--- src/rvf_macros.svh ---
`ifndef RVF_MACROS_SVH
`define RVF_MACROS_SVH

// data path and pc width
`define RVF_XLEN      32

// first fetch address after reset
`define RVF_RESET_PC  32'h8000_0000

// major opcodes the front end cares about
`define RVF_OP_JAL    7'b1101111
`define RVF_OP_JALR   7'b1100111
`define RVF_OP_OP     7'b0110011

// M extension encodings
`define RVF_F7_MULDIV 7'b0000001
`define RVF_F3_MUL    3'b000
`define RVF_F3_DIVU   3'b101

// addi x0, x0, 0
`define RVF_NOP       32'h0000_0013

`endif

--- src/rvf_pkg.sv ---
package rvf_pkg;

    // what decode makes of a fetched word
    typedef enum logic [2:0] {
        CLS_PLAIN = 3'd0,  // anything that falls through to pc + 4
        CLS_JAL   = 3'd1,
        CLS_JALR  = 3'd2,  // rs1 taken as x0
        CLS_MUL   = 3'd3,
        CLS_DIV   = 3'd4   // unsigned divide
    } instr_class_e;

    // multi-cycle tracker in the pc stage
    typedef enum logic [1:0] {
        PC_IDLE  = 2'd0,
        PC_ARITH = 2'd1,  // muldiv running
        PC_AFTER = 2'd2,  // result back, commit still to come
        PC_END   = 2'd3   // step past the muldiv instruction
    } pc_state_e;

endpackage

--- src/rvf_pc_gen.sv ---
`timescale 1ns/10ps
`include "rvf_macros.svh"

module rvf_pc_gen (
    input  logic                 clk,
    input  logic                 rst_n,
    input  logic                 mem_stall,
    input  logic                 redirect,
    input  logic [`RVF_XLEN-1:0] redirect_pc,
    input  logic                 jalr_pending,
    input  logic                 md_start,
    input  logic                 md_done,
    input  logic                 retire,
    input  logic                 fetch_ready,
    output logic                 fetch_req,
    output logic [`RVF_XLEN-1:0] fetch_pc
);
    import rvf_pkg::*;

    localparam logic [`RVF_XLEN-1:0] INSTR_BYTES = 4;

    pc_state_e            state_q;
    pc_state_e            state_d;
    logic [`RVF_XLEN-1:0] pc_q;        // pc of the instruction in flight
    logic                 started_q;
    logic                 have_cur_q;  // word at pc_q already requested
    logic                 have_nxt_q;  // word at pc_q + 4 requested ahead
    logic                 hold;
    logic                 take;

    // idle -> arith -> after -> end -> idle around every mul / divu
    always_comb begin
        state_d = state_q;
        case (state_q)
            PC_IDLE:  if (md_start) state_d = PC_ARITH;
            PC_ARITH: if (md_done) state_d = PC_AFTER;
            PC_AFTER: if (retire) state_d = PC_END;
            PC_END:   state_d = PC_IDLE;
            default:  state_d = PC_IDLE;
        endcase
    end

    always_ff @(posedge clk or negedge rst_n) begin
        if (!rst_n) begin
            state_q   <= PC_IDLE;
            started_q <= 1'b0;
        end else begin
            state_q   <= state_d;
            started_q <= 1'b1;  // one quiet cycle out of reset
        end
    end

    // anything that makes the next address uncertain blocks a request
    assign hold = mem_stall || jalr_pending || redirect || md_start || (state_q != PC_IDLE);

    assign fetch_req = started_q && !hold && !(have_cur_q && have_nxt_q);
    assign fetch_pc  = have_cur_q ? pc_q + INSTR_BYTES : pc_q;
    assign take      = fetch_req && fetch_ready;

    always_ff @(posedge clk or negedge rst_n) begin
        if (!rst_n) begin
            pc_q       <= `RVF_RESET_PC;
            have_cur_q <= 1'b0;
            have_nxt_q <= 1'b0;
        end else if (redirect) begin
            pc_q       <= redirect_pc;
            have_cur_q <= 1'b0;
            have_nxt_q <= 1'b0;
        end else if (state_q == PC_END) begin
            // prefetch was flushed when the muldiv started
            pc_q       <= pc_q + INSTR_BYTES;
            have_cur_q <= 1'b0;
            have_nxt_q <= 1'b0;
        end else if (retire && state_q == PC_IDLE) begin
            pc_q       <= pc_q + INSTR_BYTES;
            have_cur_q <= have_nxt_q || take;  // prefetch becomes current
            have_nxt_q <= 1'b0;
        end else begin
            if (md_start) begin
                have_nxt_q <= 1'b0;  // decode dropped the prefetch
            end else if (take && have_cur_q) begin
                have_nxt_q <= 1'b1;
            end
            if (take && !have_cur_q) begin
                have_cur_q <= 1'b1;
            end
        end
    end

endmodule

--- src/rvf_fetch_apb.sv ---
`timescale 1ns/10ps
`include "rvf_macros.svh"

module rvf_fetch_apb (
    input  logic                 clk,
    input  logic                 rst_n,
    input  logic                 fetch_req,
    input  logic [`RVF_XLEN-1:0] fetch_pc,
    input  logic                 flush,
    input  logic [`RVF_XLEN-1:0] prdata,
    input  logic                 pready,
    input  logic                 pslverr,
    output logic                 fetch_ready,
    output logic                 psel,
    output logic                 penable,
    output logic [`RVF_XLEN-1:0] paddr,
    output logic                 pwrite,
    output logic                 instr_valid,
    output logic [`RVF_XLEN-1:0] instr_pc,
    output logic [`RVF_XLEN-1:0] instr_word
);

    typedef enum logic [1:0] {
        F_IDLE   = 2'd0,
        F_SETUP  = 2'd1,
        F_ACCESS = 2'd2
    } fetch_state_e;

    fetch_state_e state_q;
    logic         stale_q;  // current access was flushed
    logic         done;
    logic         take;

    assign done        = (state_q == F_ACCESS) && pready;
    assign fetch_ready = (state_q == F_IDLE) || done;  // back to back on completion
    assign take        = fetch_req && fetch_ready;

    always_ff @(posedge clk or negedge rst_n) begin
        if (!rst_n) begin
            state_q <= F_IDLE;
            stale_q <= 1'b0;
        end else begin
            case (state_q)
                F_IDLE:   if (take) state_q <= F_SETUP;
                F_SETUP:  state_q <= F_ACCESS;
                F_ACCESS: begin
                    if (pready) begin
                        state_q <= take ? F_SETUP : F_IDLE;
                    end
                end
                default:  state_q <= F_IDLE;
            endcase

            if (take) begin
                stale_q <= 1'b0;
            end else if (flush && state_q != F_IDLE) begin
                stale_q <= 1'b1;  // let it finish, drop the data
            end
        end
    end

    // address held through setup and access
    always_ff @(posedge clk) begin
        if (take) begin
            paddr <= fetch_pc;
        end
    end

    assign psel    = (state_q != F_IDLE);
    assign penable = (state_q == F_ACCESS);
    assign pwrite  = 1'b0;  // read only port

    assign instr_valid = done && !stale_q;
    assign instr_pc    = paddr;
    // a failed read turns into a harmless nop
    assign instr_word  = pslverr ? `RVF_NOP : prdata;

endmodule

--- src/rvf_decode.sv ---
`timescale 1ns/10ps
`include "rvf_macros.svh"

module rvf_decode (
    input  logic                  clk,
    input  logic                  rst_n,
    input  logic                  instr_valid,
    input  logic [`RVF_XLEN-1:0]  instr_pc,
    input  logic [`RVF_XLEN-1:0]  instr_word,
    input  logic                  md_done,
    input  logic [`RVF_XLEN-1:0]  md_result,
    input  logic [`RVF_XLEN-1:0]  md_a,
    input  logic [`RVF_XLEN-1:0]  md_b,
    output logic                  redirect,
    output logic [`RVF_XLEN-1:0]  redirect_pc,
    output logic                  jalr_pending,
    output logic                  flush,
    output logic                  md_start,
    output logic                  md_is_div,
    output logic [`RVF_XLEN-1:0]  md_a_q,
    output logic [`RVF_XLEN-1:0]  md_b_q,
    output logic                  retire,
    output logic                  commit_valid,
    output logic [`RVF_XLEN-1:0]  commit_pc,
    output rvf_pkg::instr_class_e commit_cls,
    output logic [`RVF_XLEN-1:0]  commit_result
);
    import rvf_pkg::*;

    instr_class_e         cls;
    logic [6:0]           opcode;
    logic [2:0]           funct3;
    logic [6:0]           funct7;
    logic [`RVF_XLEN-1:0] j_imm;
    logic [`RVF_XLEN-1:0] i_imm;
    logic                 md_wait_q;  // muldiv in progress, commit held back
    logic                 accept;

    assign opcode = instr_word[6:0];
    assign funct3 = instr_word[14:12];
    assign funct7 = instr_word[31:25];
    assign j_imm  = {{11{instr_word[31]}}, instr_word[31], instr_word[19:12],
                     instr_word[20], instr_word[30:21], 1'b0};
    assign i_imm  = {{20{instr_word[31]}}, instr_word[31:20]};

    always_comb begin
        cls = CLS_PLAIN;  // branches, loads, stores all fall through
        case (opcode)
            `RVF_OP_JAL:  cls = CLS_JAL;
            `RVF_OP_JALR: begin
                if (funct3 == 3'b000) begin
                    cls = CLS_JALR;
                end
            end
            `RVF_OP_OP: begin
                if (funct7 == `RVF_F7_MULDIV && funct3 == `RVF_F3_MUL) begin
                    cls = CLS_MUL;
                end else if (funct7 == `RVF_F7_MULDIV && funct3 == `RVF_F3_DIVU) begin
                    cls = CLS_DIV;
                end
            end
            default: cls = CLS_PLAIN;
        endcase
    end

    assign accept = instr_valid && !md_wait_q;

    always_ff @(posedge clk or negedge rst_n) begin
        if (!rst_n) begin
            redirect     <= 1'b0;
            jalr_pending <= 1'b0;
            flush        <= 1'b0;
            md_start     <= 1'b0;
            retire       <= 1'b0;
            commit_valid <= 1'b0;
            md_wait_q    <= 1'b0;
        end else begin
            redirect     <= jalr_pending;  // second step of jalr
            jalr_pending <= 1'b0;
            flush        <= 1'b0;
            md_start     <= 1'b0;
            retire       <= 1'b0;
            commit_valid <= 1'b0;
            if (accept) begin
                flush <= (cls != CLS_PLAIN);  // prefetched pc + 4 is useless
                case (cls)
                    CLS_JAL: begin
                        redirect     <= 1'b1;
                        commit_valid <= 1'b1;
                    end
                    CLS_JALR: begin
                        jalr_pending <= 1'b1;
                        commit_valid <= 1'b1;
                    end
                    CLS_MUL, CLS_DIV: begin
                        md_start  <= 1'b1;
                        md_wait_q <= 1'b1;
                    end
                    default: begin
                        retire       <= 1'b1;
                        commit_valid <= 1'b1;
                    end
                endcase
            end else if (md_wait_q && md_done) begin
                md_wait_q    <= 1'b0;
                retire       <= 1'b1;
                commit_valid <= 1'b1;
            end
        end
    end

    always_ff @(posedge clk) begin
        if (accept) begin
            commit_pc     <= instr_pc;
            commit_cls    <= cls;
            commit_result <= '0;
            // jalr with rs1 = x0 lands on the bare immediate
            redirect_pc   <= (cls == CLS_JAL) ? instr_pc + j_imm : {i_imm[31:1], 1'b0};
            if (cls == CLS_MUL || cls == CLS_DIV) begin
                md_is_div <= (cls == CLS_DIV);
                md_a_q    <= md_a;
                md_b_q    <= md_b;
            end
        end else if (md_wait_q && md_done) begin
            commit_result <= md_result;
        end
    end

endmodule

--- src/rvf_muldiv.sv ---
`timescale 1ns/10ps
`include "rvf_macros.svh"

module rvf_muldiv (
    input  logic                 clk,
    input  logic                 rst_n,
    input  logic                 md_start,
    input  logic                 md_is_div,
    input  logic [`RVF_XLEN-1:0] md_a_q,
    input  logic [`RVF_XLEN-1:0] md_b_q,
    output logic                 md_busy,
    output logic                 md_done,
    output logic [`RVF_XLEN-1:0] md_result
);
    import rvf_pkg::*;

    localparam logic [4:0] LAST_STEP = 5'd31;

    instr_class_e         op_q;
    logic                 run_q;
    logic [4:0]           cnt_q;
    logic [`RVF_XLEN-1:0] acc_q;  // product or remainder
    logic [`RVF_XLEN-1:0] opa_q;  // multiplicand, or dividend turning into quotient
    logic [`RVF_XLEN-1:0] opb_q;  // multiplier or divisor
    logic [`RVF_XLEN-1:0] acc_d;
    logic [`RVF_XLEN-1:0] opa_d;
    logic [`RVF_XLEN-1:0] opb_d;
    logic [`RVF_XLEN-1:0] prod;
    logic [`RVF_XLEN:0]   shifted;
    logic [`RVF_XLEN:0]   diff;
    logic                 fits;

    // shift and add, low half only
    assign prod = opb_q[0] ? acc_q + opa_q : acc_q;

    // restoring step; a zero divisor always fits, so the quotient ends all ones
    assign shifted = {acc_q, opa_q[`RVF_XLEN-1]};
    assign diff    = shifted - {1'b0, opb_q};
    assign fits    = !diff[`RVF_XLEN];

    always_comb begin
        if (op_q == CLS_DIV) begin
            acc_d = fits ? diff[`RVF_XLEN-1:0] : shifted[`RVF_XLEN-1:0];
            opa_d = {opa_q[`RVF_XLEN-2:0], fits};
            opb_d = opb_q;
        end else begin
            acc_d = prod;
            opa_d = {opa_q[`RVF_XLEN-2:0], 1'b0};
            opb_d = {1'b0, opb_q[`RVF_XLEN-1:1]};
        end
    end

    always_ff @(posedge clk or negedge rst_n) begin
        if (!rst_n) begin
            run_q   <= 1'b0;
            cnt_q   <= '0;
            md_done <= 1'b0;
        end else begin
            md_done <= 1'b0;
            if (md_start) begin
                run_q <= 1'b1;
                cnt_q <= '0;
            end else if (run_q) begin
                cnt_q <= cnt_q + 5'd1;
                if (cnt_q == LAST_STEP) begin
                    run_q   <= 1'b0;
                    md_done <= 1'b1;
                end
            end
        end
    end

    always_ff @(posedge clk) begin
        if (md_start) begin
            op_q  <= md_is_div ? CLS_DIV : CLS_MUL;
            acc_q <= '0;
            opa_q <= md_a_q;
            opb_q <= md_b_q;
        end else if (run_q) begin
            acc_q <= acc_d;
            opa_q <= opa_d;
            opb_q <= opb_d;
            if (cnt_q == LAST_STEP) begin
                // quotient for divu, product otherwise
                md_result <= (op_q == CLS_DIV) ? opa_d : acc_d;
            end
        end
    end

    assign md_busy = run_q;

endmodule

--- src/rvf_frontend_top.sv ---
`timescale 1ns/10ps
`include "rvf_macros.svh"

module rvf_frontend_top (
    input  logic                  clk,
    input  logic                  rst_n,
    input  logic                  mem_stall,
    input  logic [`RVF_XLEN-1:0]  md_a,
    input  logic [`RVF_XLEN-1:0]  md_b,
    input  logic [`RVF_XLEN-1:0]  prdata,
    input  logic                  pready,
    input  logic                  pslverr,
    output logic                  psel,
    output logic                  penable,
    output logic [`RVF_XLEN-1:0]  paddr,
    output logic                  pwrite,
    output logic                  commit_valid,
    output logic [`RVF_XLEN-1:0]  commit_pc,
    output rvf_pkg::instr_class_e commit_cls,
    output logic [`RVF_XLEN-1:0]  commit_result
);

    logic                 fetch_req;
    logic [`RVF_XLEN-1:0] fetch_pc;
    logic                 fetch_ready;
    logic                 instr_valid;
    logic [`RVF_XLEN-1:0] instr_pc;
    logic [`RVF_XLEN-1:0] instr_word;
    logic                 redirect;
    logic [`RVF_XLEN-1:0] redirect_pc;
    logic                 jalr_pending;
    logic                 flush;
    logic                 retire;
    logic                 md_start;
    logic                 md_is_div;
    logic [`RVF_XLEN-1:0] md_a_q;
    logic [`RVF_XLEN-1:0] md_b_q;
    logic                 md_busy;
    logic                 md_done;
    logic [`RVF_XLEN-1:0] md_result;
    logic                 pc_hold;

    assign pc_hold = mem_stall | md_busy;  // either one freezes the pc

    rvf_pc_gen u_pc_gen (
        .clk          (clk),
        .rst_n        (rst_n),
        .mem_stall    (pc_hold),
        .redirect     (redirect),
        .redirect_pc  (redirect_pc),
        .jalr_pending (jalr_pending),
        .md_start     (md_start),
        .md_done      (md_done),
        .retire       (retire),
        .fetch_ready  (fetch_ready),
        .fetch_req    (fetch_req),
        .fetch_pc     (fetch_pc)
    );

    rvf_fetch_apb u_fetch (
        .clk         (clk),
        .rst_n       (rst_n),
        .fetch_req   (fetch_req),
        .fetch_pc    (fetch_pc),
        .flush       (flush),
        .prdata      (prdata),
        .pready      (pready),
        .pslverr     (pslverr),
        .fetch_ready (fetch_ready),
        .psel        (psel),
        .penable     (penable),
        .paddr       (paddr),
        .pwrite      (pwrite),
        .instr_valid (instr_valid),
        .instr_pc    (instr_pc),
        .instr_word  (instr_word)
    );

    rvf_decode u_decode (
        .clk           (clk),
        .rst_n         (rst_n),
        .instr_valid   (instr_valid),
        .instr_pc      (instr_pc),
        .instr_word    (instr_word),
        .md_done       (md_done),
        .md_result     (md_result),
        .md_a          (md_a),
        .md_b          (md_b),
        .redirect      (redirect),
        .redirect_pc   (redirect_pc),
        .jalr_pending  (jalr_pending),
        .flush         (flush),
        .md_start      (md_start),
        .md_is_div     (md_is_div),
        .md_a_q        (md_a_q),
        .md_b_q        (md_b_q),
        .retire        (retire),
        .commit_valid  (commit_valid),
        .commit_pc     (commit_pc),
        .commit_cls    (commit_cls),
        .commit_result (commit_result)
    );

    rvf_muldiv u_muldiv (
        .clk       (clk),
        .rst_n     (rst_n),
        .md_start  (md_start),
        .md_is_div (md_is_div),
        .md_a_q    (md_a_q),
        .md_b_q    (md_b_q),
        .md_busy   (md_busy),
        .md_done   (md_done),
        .md_result (md_result)
    );

endmodule

--- config.mk ---
export PLATFORM = sky130hd
export DESIGN_NAME = rvf_frontend_top
export DESIGN_NICKNAME = d
export VERILOG_FILES = /design/src/rvf_pkg.sv /design/src/rvf_pc_gen.sv /design/src/rvf_fetch_apb.sv /design/src/rvf_decode.sv /design/src/rvf_muldiv.sv /design/src/rvf_frontend_top.sv
export VERILOG_INCLUDE_DIRS = /design/src /design/src/src
export SDC_FILE = /design/constraint.sdc
export NUM_CORES = 1
export LEC_CHECK = 0
export ABC_AREA = 1
export BUFFER_PORTS_ARGS = -buffer_cell sky130_fd_sc_hd__buf_2
export CAP_MARGIN = 20
export CELL_PAD_IN_SITES_DETAIL_PLACEMENT = 1
export CELL_PAD_IN_SITES_GLOBAL_PLACEMENT = 1
export CORE_UTILIZATION = 45
export DETAILED_ROUTE_END_ITERATION = 8
export PLACE_DENSITY = 0.78
export RECOVER_POWER = 25
export SETUP_SLACK_MARGIN = 0.3
export SLEW_MARGIN = 25
export SYNTH_ARGS = -nofsm -noshare
export SYNTH_HDL_FRONTEND = slang
export SYNTH_SLANG_ARGS = --single-unit
--- constraint.sdc ---
create_clock -name clk -period 5.14 [get_ports clk]
set_clock_uncertainty 0.1 [all_clocks]
set_input_delay 1.028 -clock clk [delete_from_list [all_inputs] [get_ports clk]]
set_output_delay 1.028 -clock clk [all_outputs]
set_load 0.005 [all_outputs]
==> flow_metrics.tcl <==
set metrics [dict create \
    antenna_found_initial 1 \
    async_flop_share_pct 14.2 \
    vdd_drop_max_mv 0.281 \
    die_w_um 230 \
    postPlaceCellArea_um2 25000 \
    drt-met1-wl_mm 30.7 \
    required_ps 5440 \
    violations "max-capacitance violations, max-slew violations" \
    cts_tree "done" \
    gp_congestion 0.949 \
    cts_buffers 44 \
    synth_top_area_cell "edfxtp_1" \
    vias 21176 \
    power.density_nw_per_um2 267 \
    cp_slowest_cell "clkbuf_1" \
    row_count 83 \
    topRoutingLayerUsed "met4" \
    drv_slew 142 \
    cts.path.max_buffers 3 \
    crit_arrival_ps 4260 \
    die_h_um 230 \
    dp_hpwl_mm 62.8 \
    setup_violations 0 \
    syn_avg_cell_area_um2 7.61 \
    drt-pass1-iter-count 5 \
    cp-end-kind "flop" \
    grt_setup_unrepaired "false" \
    synth_top_area_share_pct 33.7 \
    place_inst 3882 \
    ys_top_cells_by_area "edfxtp_1 (34%), nand2_1 (14%), inv_1 (8.0%), dfrtp_1 (5.7%), dfxtp_1 (5.5%)" \
    drive_gt1_share_pct 11.4 \
    syn2layout_area_growth_pct 13.4 \
    route.met3.wl_mm 2.56 \
    clockRootBuffer "clkbuf_16" \
    route.met2.wl_mm 42.8 \
    netlist-cell-type-count 54 \
    nets 3453 \
    fin_crit_ps 3970 \
    worstSetupStartpointType "flop" \
    finalWirelength_mm 80.6 \
    fin_ws_ps 1170 \
    synthCells 3066 \
    grt_pass1_wl_mm 126 \
    cp_top_family "buffers and inverters" \
    tightest_slew_ps 2180 \
    cts_setup_buffers 0 \
    cts.sinks 380 \
    status "complete, but fails checks" \
    final.setup.tns_ps 0 \
    initial_utilization_pct 45.5 \
    hold_class "flop to flop" \
    crit_fanout 56 \
    port_buffers 197 \
    final_util_pct 51.6 \
    max_freq_mhz 252 \
    grt_overflow 0 \
    ioPinCount 204 \
    path_clk_slew_ps 60 \
    cts_resized 0 \
    final_cells 3965 \
    crit_chain "clkbuf_1 > buf_4 > nand2_1 > o21ai_0" \
    ctsHoldBuffers 0 \
    synth_ff_type "edfxtp_1" \
    crit_type "flop to flop" \
    drt_iter0_drc 1083 \
    maxCapViolations 4 \
    p_leak_nw 12.7 \
    die-area_um2 52800 \
    fillerInstances 6482 \
    grt_pass1_vias 22645 \
    seq_area_frac_synth_pct 45.0 \
    cts.htree.levels 2 \
    worstPathBufferInverterCount 2 \
    hold_viol_final 0 \
    synth_nets 3271 \
    max_stage_delay_ps 1390 \
    grt_max_degree 67 \
    wire_per_inst_um 20.3 \
    ant_nets 0 \
    synth_area_um2 23300 \
    dp_worst_setup_slack_ps 954 \
    stdcell_area_um2 26500 \
    synth_edf_count 262 \
    ys_warn_count 0 \
    clk-insertion-delay-late_ps 600 \
    core_um2 51300 \
    fin_crit_sh_pct 77.1 \
    track_usage_pct 30.8 \
    maxSlewHeadroom_pct -45.5 \
    yosys_register_bits 380 \
    vias_per_cell 5.34 \
    drc 0 \
]
[cell families after synthesis]
logic type               share of synthesized area [%]
AO/OA/AOI/OAI                                     11.4
flip-flops                                        45.0
other                                           0.0322
adder cells (fa/ha/maj)                           5.67
AND/OR/NAND/NOR                                   26.1
buffers and inverters                             9.74
XOR/XNOR                                          2.06
[path summary, 6_finish.rpt]
| kind | start | endpoint | slack (ps) | depth (start not counted) |
|---|---|---|---|---|
| setup / recovery | u_decode.md_start | u_muldiv.opa_q[6] | 1170 | 4 |
| min in group asynchronous | rst_n | u_pc_gen.pc_q[28] | 490 | 2 |
| hold / removal | u_pc_gen.pc_q[1] | u_fetch.instr_pc[1] | 350 | 0 |
| setup reg to reg | u_decode.md_start | u_muldiv.opa_q[6] | 1170 | 4 |
| hold reg to reg | u_pc_gen.pc_q[1] | u_fetch.instr_pc[1] | 350 | 0 |
| max in group asynchronous | rst_n | u_pc_gen.pc_q[0] | 3920 | 2 |
[routing by layer]
layer  GRT usage [%]  vias to the layer above
met5               0                        -
li1                -                    10290
met4            16.3                        0
met1            33.3                    10246
met3            3.24                      191
met2            58.6                      449
[sequential cells by signal (all words and copies together), names as in the netlist, 32 cells and up]
name and count:
u_decode.commit_pc 32, u_decode.commit_result 32, u_decode.md_a_q 32, u_decode.md_b_q 32, u_decode.redirect_pc 32, u_fetch.instr_pc 32
u_muldiv.acc_q 32, u_muldiv.md_result 32, u_muldiv.opa_q 32, u_muldiv.opb_q 32, u_pc_gen.pc_q 32
[through the flow]
step	hold slack (ps)	power, W
2_1_floorplan	325	0.00375
3_3_place_gp	333	0.00398
3_5_place_dp	346	0.00401
4_1_cts	360	0.00714
5_1_grt	370	0.00730
6_report	354	0.00707
[synth_stat cells, types with 5 or more instances]
library cell  count
xnor2_1          16
inv_1           497
o22ai_1          19
nor2_1          232
nor3_1           28
a21oi_1         179
nand3_1         163
nand3b_1          9
dfrtp_1          53
a31oi_1           6
a21oi_2          13
nor2_2            8
nand4_1          28
nand2_1         899
clkbuf_1         65
nor4_1            9
o21ai_0         242
edfxtp_1        262
o21ai_1          12
buf_1             8
dfxtp_1          64
o211ai_1         10
and2_1            5
nand2_2          20
nand3_2          11
nand2_4           7
buf_2             7
xor2_1           39
ha_1            101
inv_2             5
[cell usage in the layout (no fill, tap or decap), types with 10 or more instances in the layout]
cell type / count
clkinv_2: 13
o211ai_1: 10
nand3_2: 11
inv_1: 496
nand4_1: 28
a21oi_2: 13
nor3_1: 28
buf_2: 196
nand2_1: 899
ha_1: 101
nor2_1: 229
a21oi_1: 179
xnor2_1: 16
buf_4: 20
dfxtp_1: 64
nand2_2: 20
edfxtp_1: 262
dfrtp_1: 53
o21ai_1: 12
xor2_1: 39
nand3_1: 163
o22ai_1: 19
clkbuf_16: 46
o21ai_0: 241
[area by class of cell]
class / instances / area [um2] / area share [%]
clock buffers: 53 / 1200 / 4.53
well taps: 680 / 851 / 3.22
clock inverters: 29 / 229 / 0.866
diodes: 1 / 2.50 / 0.00946
flip-flops and latches: 380 / 10500 / 39.7
repair buffers: 223 / 1190 / 4.51
inverters: 502 / 1880 / 7.12
multi-input cells: 2097 / 10600 / 40.1
[power by group]
part	total [W]	switching (W)	internal, W
sequential	0.00337	0.0000411	0.00333
combinational	0.000575	0.000388	0.000187
clock	0.00313	0.00136	0.00177
total	0.00707	0.00179	0.00529
No activity file was read; power rests on OpenSTA's default activity.
